$ cat src/source/axi_fifo_pkg.sv
package axi_fifo_pkg;

    ////////////////////////////////////////////////////////////////////////////
    // Bus widths
    ////////////////////////////////////////////////////////////////////////////

    // Two map addresses need 5 bits, one spare
    localparam int addr_width = 6;
    localparam int data_width = 128;
    localparam int id_width   = 16;

    ////////////////////////////////////////////////////////////////////////////
    // Address map
    ////////////////////////////////////////////////////////////////////////////

    // FIFO data window, push on write and pop on read
    localparam logic [addr_width-1:0] fifo_addr = 6'h00;
    // Flush command on write, fill count on read
    localparam logic [addr_width-1:0] ctrl_addr = 6'h10;

    // AXI response codes
    localparam logic [1:0] resp_okay   = 2'b00;
    localparam logic [1:0] resp_slverr = 2'b10;

    ////////////////////////////////////////////////////////////////////////////
    // Channel FSM states
    ////////////////////////////////////////////////////////////////////////////

    typedef enum logic [2:0] {
        w_idle,
        w_fifo_data,
        w_flush_data,
        w_discard_data,
        w_response
    } write_state_t;

    typedef enum logic [1:0] {
        r_idle,
        r_fifo_data,
        r_count_data,
        r_error_data
    } read_state_t;

    // Write beat seen as rto payload or as flush command
    typedef union packed {
        logic [data_width-1:0] payload;
        struct packed {
            logic [data_width-3:0] reserved;
            logic                  rti_flush;
            logic                  rto_flush;
        } cmd;
    } write_word_u;

endpackage

$ cat src/source/axi_fifo_bridge.sv
`timescale 1ns/1ns

module axi_fifo_bridge
    import axi_fifo_pkg::*;
#(
    parameter int fifo_count_width = 10
) (
    input  logic                        s_axi_aclk,
    input  logic                        s_axi_aresetn,
    // Write address
    input  logic [addr_width-1:0]       s_axi_awaddr,
    input  logic [id_width-1:0]         s_axi_awid,
    input  logic [7:0]                  s_axi_awlen,
    input  logic                        s_axi_awvalid,
    output logic                        s_axi_awready,
    // Write data, wlast ends the burst
    input  logic [data_width-1:0]       s_axi_wdata,
    input  logic                        s_axi_wvalid,
    input  logic                        s_axi_wlast,
    output logic                        s_axi_wready,
    // Write response
    input  logic                        s_axi_bready,
    output logic                        s_axi_bvalid,
    output logic [1:0]                  s_axi_bresp,
    output logic [id_width-1:0]         s_axi_bid,
    // Read address
    input  logic [addr_width-1:0]       s_axi_araddr,
    input  logic [id_width-1:0]         s_axi_arid,
    input  logic [7:0]                  s_axi_arlen,
    input  logic                        s_axi_arvalid,
    output logic                        s_axi_arready,
    // Read data
    input  logic                        s_axi_rready,
    output logic                        s_axi_rvalid,
    output logic [data_width-1:0]       s_axi_rdata,
    output logic [1:0]                  s_axi_rresp,
    output logic                        s_axi_rlast,
    output logic [id_width-1:0]         s_axi_rid,
    // rto core, filled by the bridge
    output logic                        rto_core_reset,
    output logic                        rto_core_flush,
    output logic                        rto_core_write,
    output logic [data_width-1:0]       rto_core_fifo_din,
    input  logic                        rto_core_full,
    // rti core, FWFT, drained by the bridge
    output logic                        rti_core_reset,
    output logic                        rti_core_flush,
    output logic                        rti_core_rd_en,
    input  logic [data_width-1:0]       rti_core_fifo_dout,
    input  logic                        rti_core_empty,
    input  logic [fifo_count_width-1:0] data_num
);

    // Write side, awlen unused since wlast closes the burst
    axi_write_channel axi_write_channel_i (
        .s_axi_aclk        (s_axi_aclk),
        .s_axi_aresetn     (s_axi_aresetn),
        .awaddr            (s_axi_awaddr),
        .awid              (s_axi_awid),
        .awvalid           (s_axi_awvalid),
        .awready           (s_axi_awready),
        .wdata             (s_axi_wdata),
        .wvalid            (s_axi_wvalid),
        .wlast             (s_axi_wlast),
        .wready            (s_axi_wready),
        .bready            (s_axi_bready),
        .bvalid            (s_axi_bvalid),
        .bresp             (s_axi_bresp),
        .bid               (s_axi_bid),
        .rto_core_full     (rto_core_full),
        .rto_core_write    (rto_core_write),
        .rto_core_fifo_din (rto_core_fifo_din),
        .rto_core_flush    (rto_core_flush),
        .rti_core_flush    (rti_core_flush),
        .rto_core_reset    (rto_core_reset),
        .rti_core_reset    (rti_core_reset)
    );

    // Read side
    axi_read_channel #(
        .fifo_count_width (fifo_count_width)
    ) axi_read_channel_i (
        .s_axi_aclk         (s_axi_aclk),
        .s_axi_aresetn      (s_axi_aresetn),
        .araddr             (s_axi_araddr),
        .arid               (s_axi_arid),
        .arlen              (s_axi_arlen),
        .arvalid            (s_axi_arvalid),
        .arready            (s_axi_arready),
        .rready             (s_axi_rready),
        .rvalid             (s_axi_rvalid),
        .rdata              (s_axi_rdata),
        .rresp              (s_axi_rresp),
        .rlast              (s_axi_rlast),
        .rid                (s_axi_rid),
        .rti_core_fifo_dout (rti_core_fifo_dout),
        .rti_core_empty     (rti_core_empty),
        .data_num           (data_num),
        .rti_core_rd_en     (rti_core_rd_en)
    );

endmodule

$ cat src/source/axi_read_channel.sv
`timescale 1ns/1ns

module axi_read_channel
    import axi_fifo_pkg::*;
#(
    parameter int fifo_count_width = 10
) (
    input  logic                        s_axi_aclk,
    input  logic                        s_axi_aresetn,
    input  logic [addr_width-1:0]       araddr,
    input  logic [id_width-1:0]         arid,
    input  logic [7:0]                  arlen,
    input  logic                        arvalid,
    output logic                        arready,
    input  logic                        rready,
    output logic                        rvalid,
    output logic [data_width-1:0]       rdata,
    output logic [1:0]                  rresp,
    output logic                        rlast,
    output logic [id_width-1:0]         rid,
    input  logic [data_width-1:0]       rti_core_fifo_dout,
    input  logic                        rti_core_empty,
    input  logic [fifo_count_width-1:0] data_num,
    output logic                        rti_core_rd_en
);

    read_state_t           state;
    logic [7:0]            beats_left;
    logic [data_width-1:0] rdata_q;
    logic                  hold_err;
    logic                  beat_err;
    logic                  r_beat;

    ////////////////////////////////////////////////////////////////////////////
    // Beat presentation
    ////////////////////////////////////////////////////////////////////////////

    assign arready = (state == r_idle);
    assign rvalid  = (state != r_idle);
    assign r_beat  = rvalid && rready;

    // Empty FIFO fails the beat
    // Once shown stalled, the error stays until taken
    assign beat_err = rti_core_empty || hold_err;

    // FWFT dout goes straight out on good FIFO beats
    assign rdata = ((state == r_fifo_data) && !beat_err) ? rti_core_fifo_dout : rdata_q;

    always_comb begin
        case (state)
            r_fifo_data:  rresp = beat_err ? resp_slverr : resp_okay;
            r_count_data: rresp = resp_okay;
            default:      rresp = resp_slverr;
        endcase
    end

    // Count and error reads are single beats
    assign rlast = (state == r_fifo_data) ? (beats_left == 8'd0) : (state != r_idle);

    // Pop on the same cycle an okay beat is taken
    assign rti_core_rd_en = (state == r_fifo_data) && r_beat && !beat_err;

    ////////////////////////////////////////////////////////////////////////////
    // Control FSM
    ////////////////////////////////////////////////////////////////////////////

    always_ff @(posedge s_axi_aclk) begin
        if (!s_axi_aresetn) begin
            state    <= r_idle;
            hold_err <= 1'b0;
        end else begin
            case (state)
                r_idle: begin
                    hold_err <= 1'b0;
                    if (arvalid) begin
                        case (araddr)
                            fifo_addr: state <= r_fifo_data;
                            ctrl_addr: state <= r_count_data;
                            default:   state <= r_error_data;
                        endcase
                    end
                end
                r_fifo_data: begin
                    if (r_beat) begin
                        hold_err <= 1'b0;
                        if (beats_left == 8'd0) begin
                            state <= r_idle;
                        end
                    end else if (rti_core_empty) begin
                        hold_err <= 1'b1;
                    end
                end
                default: begin
                    if (r_beat) begin
                        state <= r_idle;
                    end
                end
            endcase
        end
    end

    // Beat counter, ID and count snapshot set at address time
    always_ff @(posedge s_axi_aclk) begin
        if (arvalid && arready) begin
            beats_left <= arlen;
            rid        <= arid;
            if (araddr == ctrl_addr) begin
                rdata_q <= data_width'(data_num);
            end else begin
                rdata_q <= '0;
            end
        end else if ((state == r_fifo_data) && r_beat) begin
            beats_left <= beats_left - 8'd1;
        end
    end

endmodule

$ cat src/source/axi_write_channel.sv
`timescale 1ns/1ns

module axi_write_channel
    import axi_fifo_pkg::*;
(
    input  logic                  s_axi_aclk,
    input  logic                  s_axi_aresetn,
    input  logic [addr_width-1:0] awaddr,
    input  logic [id_width-1:0]   awid,
    input  logic                  awvalid,
    output logic                  awready,
    input  write_word_u           wdata,
    input  logic                  wvalid,
    input  logic                  wlast,
    output logic                  wready,
    input  logic                  bready,
    output logic                  bvalid,
    output logic [1:0]            bresp,
    output logic [id_width-1:0]   bid,
    input  logic                  rto_core_full,
    output logic                  rto_core_write,
    output logic [data_width-1:0] rto_core_fifo_din,
    output logic                  rto_core_flush,
    output logic                  rti_core_flush,
    output logic                  rto_core_reset,
    output logic                  rti_core_reset
);

    write_state_t state;
    logic         aw_beat;
    logic         w_beat;

    ////////////////////////////////////////////////////////////////////////////
    // Handshakes
    ////////////////////////////////////////////////////////////////////////////

    // One transaction at a time
    assign awready = (state == w_idle);

    // rto back-pressure stalls payload beats only
    // Flush and discard beats always drain
    assign wready = ((state == w_fifo_data) && !rto_core_full)
                  || (state == w_flush_data)
                  || (state == w_discard_data);

    assign aw_beat = awvalid && awready;
    assign w_beat  = wvalid && wready;

    ////////////////////////////////////////////////////////////////////////////
    // Control FSM
    ////////////////////////////////////////////////////////////////////////////

    always_ff @(posedge s_axi_aclk) begin
        if (!s_axi_aresetn) begin
            state          <= w_idle;
            bvalid         <= 1'b0;
            rto_core_write <= 1'b0;
            rto_core_flush <= 1'b0;
            rti_core_flush <= 1'b0;
        end else begin
            // Push and flush are single-cycle pulses
            rto_core_write <= 1'b0;
            rto_core_flush <= 1'b0;
            rti_core_flush <= 1'b0;

            case (state)
                w_idle: begin
                    // Address decode picks the data state
                    if (aw_beat) begin
                        case (awaddr)
                            fifo_addr: state <= w_fifo_data;
                            ctrl_addr: state <= w_flush_data;
                            default:   state <= w_discard_data;
                        endcase
                    end
                end
                w_fifo_data: begin
                    if (w_beat) begin
                        rto_core_write <= 1'b1;
                    end
                end
                w_flush_data: begin
                    // Each flush bit drives its own core
                    if (w_beat) begin
                        rto_core_flush <= wdata.cmd.rto_flush;
                        rti_core_flush <= wdata.cmd.rti_flush;
                    end
                end
                w_response: begin
                    // Hold bvalid until the master takes it
                    if (bready) begin
                        bvalid <= 1'b0;
                        state  <= w_idle;
                    end
                end
                default: begin
                    // Discard state only waits for wlast
                end
            endcase

            // Last beat of any data state raises the response
            if (w_beat && wlast) begin
                state  <= w_response;
                bvalid <= 1'b1;
            end
        end
    end

    ////////////////////////////////////////////////////////////////////////////
    // Response and payload registers
    ////////////////////////////////////////////////////////////////////////////

    always_ff @(posedge s_axi_aclk) begin
        // ID and response code fixed at address time
        if (aw_beat) begin
            bid <= awid;
            if ((awaddr == fifo_addr) || (awaddr == ctrl_addr)) begin
                bresp <= resp_okay;
            end else begin
                bresp <= resp_slverr;
            end
        end
        // Beat data lands with the push pulse
        if ((state == w_fifo_data) && w_beat) begin
            rto_core_fifo_din <= wdata.payload;
        end
    end

    // Core resets follow bus reset, released one cycle late
    always_ff @(posedge s_axi_aclk) begin
        if (!s_axi_aresetn) begin
            rto_core_reset <= 1'b1;
            rti_core_reset <= 1'b1;
        end else begin
            rto_core_reset <= 1'b0;
            rti_core_reset <= 1'b0;
        end
    end

endmodule

$ cat config.mk
export PLATFORM = sky130hd
export DESIGN_NAME = axi_fifo_bridge
export DESIGN_NICKNAME = d
export VERILOG_FILES = /design/src/source/axi_fifo_pkg.sv /design/src/source/axi_fifo_bridge.sv /design/src/source/axi_read_channel.sv /design/src/source/axi_write_channel.sv
export SDC_FILE = /design/constraint.sdc
export NUM_CORES = 1
export LEC_CHECK = 0
export BUFFER_PORTS_ARGS = -buffer_cell sky130_fd_sc_hd__buf_2
export CORE_AREA = 10 10 239 241
export CTS_CLUSTER_SIZE = 25
export DETAILED_ROUTE_END_ITERATION = 8
export DIE_AREA = 0 0 249 251
export MAX_ROUTING_LAYER = met4
export SLEW_MARGIN = 20
export SYNTH_ARGS = -nofsm -noshare
export SYNTH_HDL_FRONTEND = slang
export SYNTH_SLANG_ARGS = --single-unit
export TNS_END_PERCENT = 1
$ cat constraint.sdc
create_clock -name s_axi_aclk -period 4.9 [get_ports s_axi_aclk]
set_clock_uncertainty 0.1 [all_clocks]
set_input_delay 0.735 -clock s_axi_aclk [delete_from_list [all_inputs] [get_ports s_axi_aclk]]
set_output_delay 0.735 -clock s_axi_aclk [all_outputs]
set_load 0.05 [all_outputs]
; Yosys cells after proc, flatten, opt, wreduce, memory -nomap -nowiden
; Cells that the tools add are included.
[totals]
reg_bits = 309
in_bits = 336
elab_cells = 97
output_inout_bits = 304
[classes]
add_sub_neg = 1
bitwise_logic = 1
eq_ne = 16
mux = 26
n_reduce_logical = 37
[op_table]
columns = cell, n
row1 = 128-bit two-way mux, 1
row2 = 8-bit two-way mux, 2
row3 = 2-bit one-hot mux with 2 select lines, 4
row4 = 2-bit nonzero test, 7
row5 = "6-bit by 5-bit == test with 1-bit output, second input constant", 2
row6 = 6-bit logical NOT, 2
row7 = 2-bit two-way mux, 6
row8 = 1-bit logical AND, 10
row9 = 3-bit two-way mux, 3
row10 = 3-bit AND reduction, 3
row11 = 8-bit logical NOT, 1
row12 = 1-bit two-way mux, 8
row13 = "2-bit != test, second input constant", 4
row14 = "8-bit by 1-bit subtractor with 8-bit output, second input constant", 1
row15 = "3-bit by 2-bit == test with 1-bit output, second input constant", 2
row16 = "3-bit by 2-bit != test with 1-bit output, second input constant", 2
row17 = 3-bit one-hot mux with 2 select lines, 1
row18 = 2-bit AND reduction, 3
row19 = 1-bit logical OR, 4
row20 = 4-bit AND reduction, 1
row21 = "3-bit by 1-bit == test with 1-bit output, second input constant", 1
row22 = "3-bit == test, second input constant", 1
row23 = 3-bit logical NOT, 1
row24 = "3-bit != test, second input constant", 1
row25 = other kinds (9), 10

; Depth between registers and ports, before layout
; Gate-level depths: netlist (run 1).
[logic_depth]
word_depth = 8
ltp_mapped = 5
mapped_depth_nobuf = 5

; Modules after synthesis
; Synthesis (run 1) repeated with hierarchy kept, for this count alone.
[unflattened]
hier_cells = 444
area_unflattened_um2 = 7223.2
[modules_own_cells]
columns = module, n_inst, cells_per_inst, seq_area_each_um2, area_each_um2
row1 = axi_write_channel, 1, 186, 4514.3, 4732.0
row2 = axi_read_channel, 1, 258, 1081.0, 2491.1

; Least setup slack after synthesis (run 1)
; No wires, ideal clock.
[synth_timing]
path_type = input-to-reg
from = input port rto_core_full
to = register axi_write_channel_i.rto_core_fifo_din[0], enable pin
n_path_buf = 0
stages = 2
arrival_ns = 3.927
path_slack_ns = 0.369
t_required_ns = 4.296
setup_time_ns = 0.504
cell_sequence = nor2b_1 -> and3_1
[synth_via]
elab_chain_len = 6
[synth_lines]
columns = item, line_no
row1 = start: declaration, axi_fifo_bridge.sv:44  ; input logic rto_core_full,
row2 = 1-bit logical NOT, axi_write_channel.sv:42  ; assign wready = ((state == w_fifo_data) && !rto_core_full)
row3 = 1-bit logical AND, axi_write_channel.sv:42
row4 = 1-bit logical OR, axi_write_channel.sv:43  ; || (state == w_flush_data)
row5 = 1-bit logical OR, axi_write_channel.sv:44  ; || (state == w_discard_data);
row6 = 1-bit logical AND, axi_write_channel.sv:47  ; assign w_beat = wvalid && wready;
row7 = 1-bit logical AND, axi_write_channel.sv:124  ; if ((state == w_fifo_data) && w_beat) begin
row8 = end signal: assignment, axi_write_channel.sv:125  ; rto_core_fifo_din <= wdata.payload;
row9 = end: declaration, axi_write_channel.sv:22  ; output logic [data_width-1:0] rto_core_fifo_din,
; Every way passes these cells.
; A chain may end at the register's enable or synchronous reset.

; Final worst setup path (run 1)
[layout_timing]
from = register axi_read_channel_i.state[0]
to = output port s_axi_rdata[9]
[layout_via]
elab_chain_len = 3
[layout_lines]
columns = item, line_no
row1 = start: declaration, axi_read_channel.sv:27  ; read_state_t state;
row2 = start signal: assignment, axi_read_channel.sv:69  ; state <= r_idle;
row3 = start signal: assignment, axi_read_channel.sv:77  ; fifo_addr: state <= r_fifo_data;
row4 = start signal: assignment, axi_read_channel.sv:78  ; ctrl_addr: state <= r_count_data;
row5 = 2-bit by 1-bit == test with 1-bit output, axi_read_channel.sv:47  ; assign rdata = ((state == r_fifo_data) && !beat_err) ? rti_core_fifo_dout : rdata_q;
row6 = 1-bit logical AND, axi_read_channel.sv:47
row7 = 128-bit two-way mux, axi_read_channel.sv:47
row8 = end: declaration, axi_fifo_bridge.sv:35  ; output logic [data_width-1:0] s_axi_rdata,
; Every way passes these cells.

==> results of run 1 <==
-- cells by family after synthesis --
| kind of cell | count (synthesis) |
|---|---|
| flip-flops | 190 |
| AND/OR/NAND/NOR | 177 |
| buffers and inverters | 28 |
| AO/OA/AOI/OAI | 27 |
| multiplexers | 11 |
| adder cells (fa/ha/maj) | 2 |
| XOR/XNOR | 2 |
| other | 1 |
-- power breakdown --
part	switching [uW]	internal, uW
logic	840	283
registers	45.6	1890
clock network	678	667
-- metal layers --
layer	track usage [%]	share of wire, %
met1	14.9	42
met2	18.0	46
met3	6.11	11
met4	3.99	1.3
met5	-	0
-- worst max-delay path, stage by stage (launching register included) --
cell and delay (ns):
dfxtp_1 0.41, inv_1 0.13, nor4_4 0.23, buf_4 0.74, mux2_2 0.45, buf_2 0.22
-- cells in the mapped netlist (2+ instances only) --
library cell  number  area, sq um
nor2b_1            3         18.8
a31oi_1            4         25.0
edfxtp_1         179         5380
clkbuf_2          10         50.1
nand2_1            5         18.8
o211a_1            2         20.0
nor4_1             3         18.8
a21oi_1            7         35.0
or3b_2             2         17.5
buf_4              3         22.5
buf_2              3         15.0
or4_1              2         15.0
and4_1             2         17.5
o21ai_0            6         30.0
clkbuf_1           4         15.0
nor2_1            13         48.8
nand2b_1           2         12.5
ha_1               2         25.0
nor4b_1            2         17.5
nor3_1             2         10.0
or3_1              3         18.8
and2_1           130          813
dfxtp_1           11          220
inv_1              8         30.0
a21boi_0           2         15.0
xnor2_1            2         17.5
mux2_2            10          113
-- final timing paths --
check                                    start                                   endpoint
hold reg to reg     axi_write_channel_i.bvalid                 axi_write_channel_i.bvalid
hold / removal                  s_axi_awid[13]                axi_write_channel_i.bid[13]
setup / recovery   axi_read_channel_i.state[0]                             s_axi_rdata[9]
setup reg to reg  axi_write_channel_i.state[0]  axi_write_channel_i.rto_core_fifo_din[20]
-- cell type report --
type	instances	area (sq um)	area share (%)
antenna	9	22.5	0.192
clock buffer	17	425	3.63
timing repair buffer	635	3190	27.2
multi-input combinational	221	1470	12.5
sequential	190	5600	47.7
tap	688	861	7.34
inverter	8	30.0	0.256
clock inverter	15	130	1.11
-- flip-flops by register name (all words and copies together), names as in the netlist --
signal / flops
axi_write_channel_i.bid: 16
axi_read_channel_i.rid: 16
axi_write_channel_i.rto_core_reset: 1
axi_read_channel_i.hold_err: 1
axi_write_channel_i.bvalid: 1
axi_write_channel_i.bresp: 1
axi_read_channel_i.rdata_q: 10
axi_write_channel_i.rto_core_flush: 1
axi_write_channel_i.rto_core_write: 1
axi_read_channel_i.state: 2
axi_write_channel_i.rti_core_flush: 1
axi_write_channel_i.rto_core_fifo_din: 128
axi_read_channel_i.beats_left: 8
axi_write_channel_i.state: 3
-- through the flow --
stage / util, % / instance area [sq um] / power (uW)
3_3_place_gp: 21.3 / 11100 / 3090
6_report: 22.4 / 11700 / 4400
5_1_grt: 22.4 / 11700 / 4590
3_5_place_dp: 21.3 / 11100 / 3100
2_1_floorplan: - / 7180 / 2710
4_1_cts: 22.4 / 11700 / 4470
==> run_results.csv, run 1 <==
group,metric,value,unit
run_status,outcome,"finished, final reports clean",
clocking,clock_latency,0.48,ns
drt,wl,39400,um
synthesis,synth_top_family_by_area,"simple AND/OR/NAND/NOR gates",
sta,tns,0,ns
clocking,post-cts-setup-buffers,0,
pwr,powerDensity,376,nW/um^2
synthesis,syn_avg_cell_area,16.4,sq um
worst_setup_path,path_max_fanout,129,
worst_setup_path,required,4.07,ns
synthesis,ys_warn_count,0,
floorplan,rows,84,
floorplan,io_pins,640,
synthesis,synth_xor_area_share,0.244,%
hold_path,holdPathStages,1,
worst_setup_path,crit_arrival,2.76,ns
sta,final_max_slew_viol_count,0,
drt,wl_per_cell,22.1,um
sta,setup_viol,0,
cells_and_area,final_cell_count_no_fill,1783,
synthesis,synthMuxAreaShare,1.71,%
placed_design,dp_slack,1.54,ns
pwr,p_leak,0.00534,uW
worst_setup_path,crit_path_start_kind,"flop",
sta,holdWs,0.330,ns
clocking,cts_resized,0,
sta,min_period,3.60,ns
cells_and_area,layout_common_cells,"629 x buf_2, 179 x edfxtp_1, 130 x and2_1, 17 x clkbuf_16, 13 x nor2_1",
synthesis,synth_edf_count,179,
clocking,cts.sinks,190,
sta,hold_viol_final,0,
worst_setup_path,cp-end-kind,"output pin",
placed_design,gp_congestion,0.989,
clocking,cts_made_buffers,17,
synthesis,synth.cell_area,7180,sq um
placed_design,io_buffers,629,
floorplan,initial_core_util,13.7,%
worst_setup_path,reg2reg_slack,2.45,ns
clocking,clkTransAtPathRegs,0.08,ns
synthesis,synthSimpleGateAreaFrac,15.4,%
sta,setup_ws,1.30,ns
clocking,cts_root_buf,"clkbuf_16",
drt,drt_first_iter_violations,446,
sta,fmax,278,MHz
hold_path,hp-class,"in -> reg",
cells_and_area,final_common_cell,"buf_2",
synthesis,ys_seq_area_share,78.0,%
drt,drt-pass1-iter-count,5,
worst_setup_path,crit_type,"reg -> out",
global_route,grt-ovfl-total,0,
synthesis,synth_compound_area_share,2.44,%
clocking,cts_tree,"yes",
cells_and_area,drive_gt1_share,62.8,%
floorplan,die_height,251,um
clocking,cts_hold_buf,0,
pwr,vdd_drop_max,0.306,mV
clocking,cts-htree-levels,4,
sta,grt_setup_unrepaired,"no",
drt,drc,0,
global_route,grt_pass1_wl,53100,um
floorplan,coreArea,52200,sq um
cells_and_area,fillers,5632,
drt,vias,6334,
placed_design,dp_hpwl,33900,um
drt,ant_nets,0,
worst_setup_path,worst-r2r-cell-count,3,
synthesis,ys_ff_latch,190,
sta,relSlewSlack,34.2,%
synthesis,async_flop_share,0,%
run,maxCapViolations,0,
cells_and_area,areaGrowthSynthToFinish,63.3,%
cells_and_area,nets,1411,
drt,via_per_inst,3.55,
synthesis,ys.flop_type,"edfxtp_1",
floorplan,dieArea,62500,sq um
placed_design,place_inst,1742,
synthesis,yosys.area_share.adder,0.349,%
clocking,clockBufferDepth,2,
synthesis,postSynthCellCount,438,
synthesis,synth.distinct_cells,43,
global_route,grt_usage,12.4,%
sta,max_slew.worst_pin.slew,0.987,ns
sta,period_share,73.4,%
global_route,antenna_found_initial,14,
global_route,grt_max_degree,130,
global_route,grt_pass1_vias,6617,
floorplan,die_x,249,um
No activity file was read; power rests on OpenSTA's default activity.
==> inputs of run 2 (changes only) <==
Clock period 4.9 ns to 3.5 ns, I/O delays scaled along.
==> run_results.csv, run 2 (synthesis results as in run 1) <==
group,metric,value,unit
drt,drc,0,
clocking,cts_tree,"yes",
clocking,cts_hold_buf,0,
worst_setup_path,worst-r2r-cell-count,3,
floorplan,dieArea,62500,sq um
clocking,cts-htree-levels,4,
worst_setup_path,path_max_fanout,129,
global_route,antenna_found_initial,12,
clocking,post-cts-setup-buffers,0,
cells_and_area,largestRegisters,"axi_write_channel_i.rto_core_fifo_din (128), axi_read_channel_i.rid (16), axi_write_channel_i.bid (16)",
drt,drt_first_iter_violations,479,
floorplan,die_x,249,um
global_route,grt_max_degree,130,
cells_and_area,seqCellArea,5600,sq um
worst_setup_path,crit_arrival,2.42,ns
cells_and_area,top_register,"axi_write_channel_i.rto_core_fifo_din",
clocking,cts.sinks,190,
clocking,cts_root_buf,"clkbuf_16",
worst_setup_path,cp-end-kind,"output pin",
drt,drt-pass1-iter-count,5,
clocking,cts_made_buffers,17,
floorplan,coreArea,52200,sq um
sta,final_max_slew_viol_count,0,
cells_and_area,multi_input_area,1470,sq um
worst_setup_path,required,2.87,ns
global_route,grt_pass1_wl,52000,um
floorplan,die_height,251,um
sta,period_share,87.0,%
cells_and_area,nets,1412,
sta,tns,0,ns
clocking,cts_resized,0,
placed_design,gp_congestion,0.962,
floorplan,io_pins,640,
worst_setup_path,startpoint,"axi_read_channel_i.state[0]",
worst_setup_path,crit_path_start_kind,"flop",
cells_and_area,final_cell_count_no_fill,1779,
pwr,vdd_drop_max,0.437,mV
clocking,clockBufferDepth,2,
placed_design,placed_area,11200,sq um
drt,ant_nets,0,
drt,via_per_inst,3.58,
clocking,clock_latency,0.47,ns
sta,hold_viol_final,0,
floorplan,rows,84,
sta,min_period,3.05,ns
cells_and_area,drive_gt1_share,62.9,%
sta,relSlewSlack,51.8,%
hold_path,holdPathStages,1,
hold_path,hp-class,"in -> reg",
floorplan,initial_core_util,13.7,%
global_route,grt_pass1_vias,6710,
global_route,grt_usage,12.0,%
sta,setup_viol,0,
drt,vias,6362,
sta,grt_setup_unrepaired,"no",
drt,wl_per_cell,21.3,um
hold_path,holdCritStartpoint,"s_axi_wdata[112]",
placed_design,io_buffers,629,
cells_and_area,areaGrowthSynthToFinish,64.3,%
cells_and_area,layout_common_cells,"629 x buf_2, 179 x edfxtp_1, 130 x and2_1, 17 x clkbuf_16, 13 x nor2_1",
drt,wl,38000,um
cells_and_area,final_common_cell,"buf_2",
worst_setup_path,timing.rr.start,"axi_write_channel_i.state[0]",
worst_setup_path,crit_type,"reg -> out",
cells_and_area,largest_reg_flops,128,
global_route,grt-ovfl-total,0,
run,maxCapViolations,0,
sta,max_slew.worst_pin.slew,0.720,ns
cells_and_area,fillers,5618,
pwr,p_leak,0.00537,uW
pwr,powerDensity,524,nW/um^2
run_status,outcome,"finished, final reports clean",
cells_and_area,design_area,11800,sq um
sta,fmax,328,MHz
clocking,clkTransAtPathRegs,0.08,ns
placed_design,dp_hpwl,32600,um
placed_design,place_inst,1743,
==> run 2: cell count changes in the layout (fill, tap and decap cells not counted), sizes merged <==
cell    before  now
clkbuf      17   18
diode        9    4
inv         16   15
buf        635  636
==> run 2: metrics by stage <==
step           setup slack [ns]  util, %  power, uW  hold slack [ns]
2_1_floorplan             0.476        -       3780            0.399
3_3_place_gp               1.01     21.4       4300            0.382
3_5_place_dp              0.962     21.4       4320            0.391
4_1_cts                   0.436     22.6       6280           0.0593
5_1_grt                   0.291     22.6       6460           0.0684
6_report                  0.454     22.6       6170            0.108
==> run 2: worst max-delay path, stage by stage (launching register included) <==
cell,delay (ns)
dfxtp_1,0.42
inv_1,0.15
nor4_4,0.31
buf_12,0.33
mux2_2,0.41
buf_2,0.22
==> run 2: metal layers <==
| layer | track usage, % | part of all wire (%) | up-vias | routed length [um] |
|---|---|---|---|---|
| met1 | 15.1 | 44 | 3144 | 16600 |
| met3 | 4.37 | 8.4 | 24 | 3200 |
| met4 | 3.48 | 1.2 | 0 | 439 |
| met2 | 17.7 | 47 | 338 | 17700 |
| met5 | - | 0 | - | 0 |
| li1 | - | - | 2856 | - |
==> run 2: final timing paths <==
| check | to | slack (ns) |
|---|---|---|
| worst max-delay path | s_axi_rdata[6] | 0.45 |
| worst min-delay path | axi_write_channel_i.rto_core_fifo_din[112] | 0.11 |
| worst max register to register | axi_write_channel_i.rto_core_fifo_din[84] | 1.45 |
| worst min register to register | axi_write_channel_i.bvalid | 0.40 |
==> run 2: power breakdown <==
part,internal [uW],switching (uW)
sequential,2640,66.9
clock,950,961
combinational,403,1150
==> run 2: final cells by class <==
type | count | share of cell area (%)
diodes | 4 | 0.0849
multi-input cells | 221 | 12.4
flip-flops and latches | 190 | 47.5
inverters | 8 | 0.255
clock buffers | 18 | 3.64
clock inverters | 14 | 1.26
well taps | 688 | 7.30
repair buffers | 636 | 27.6
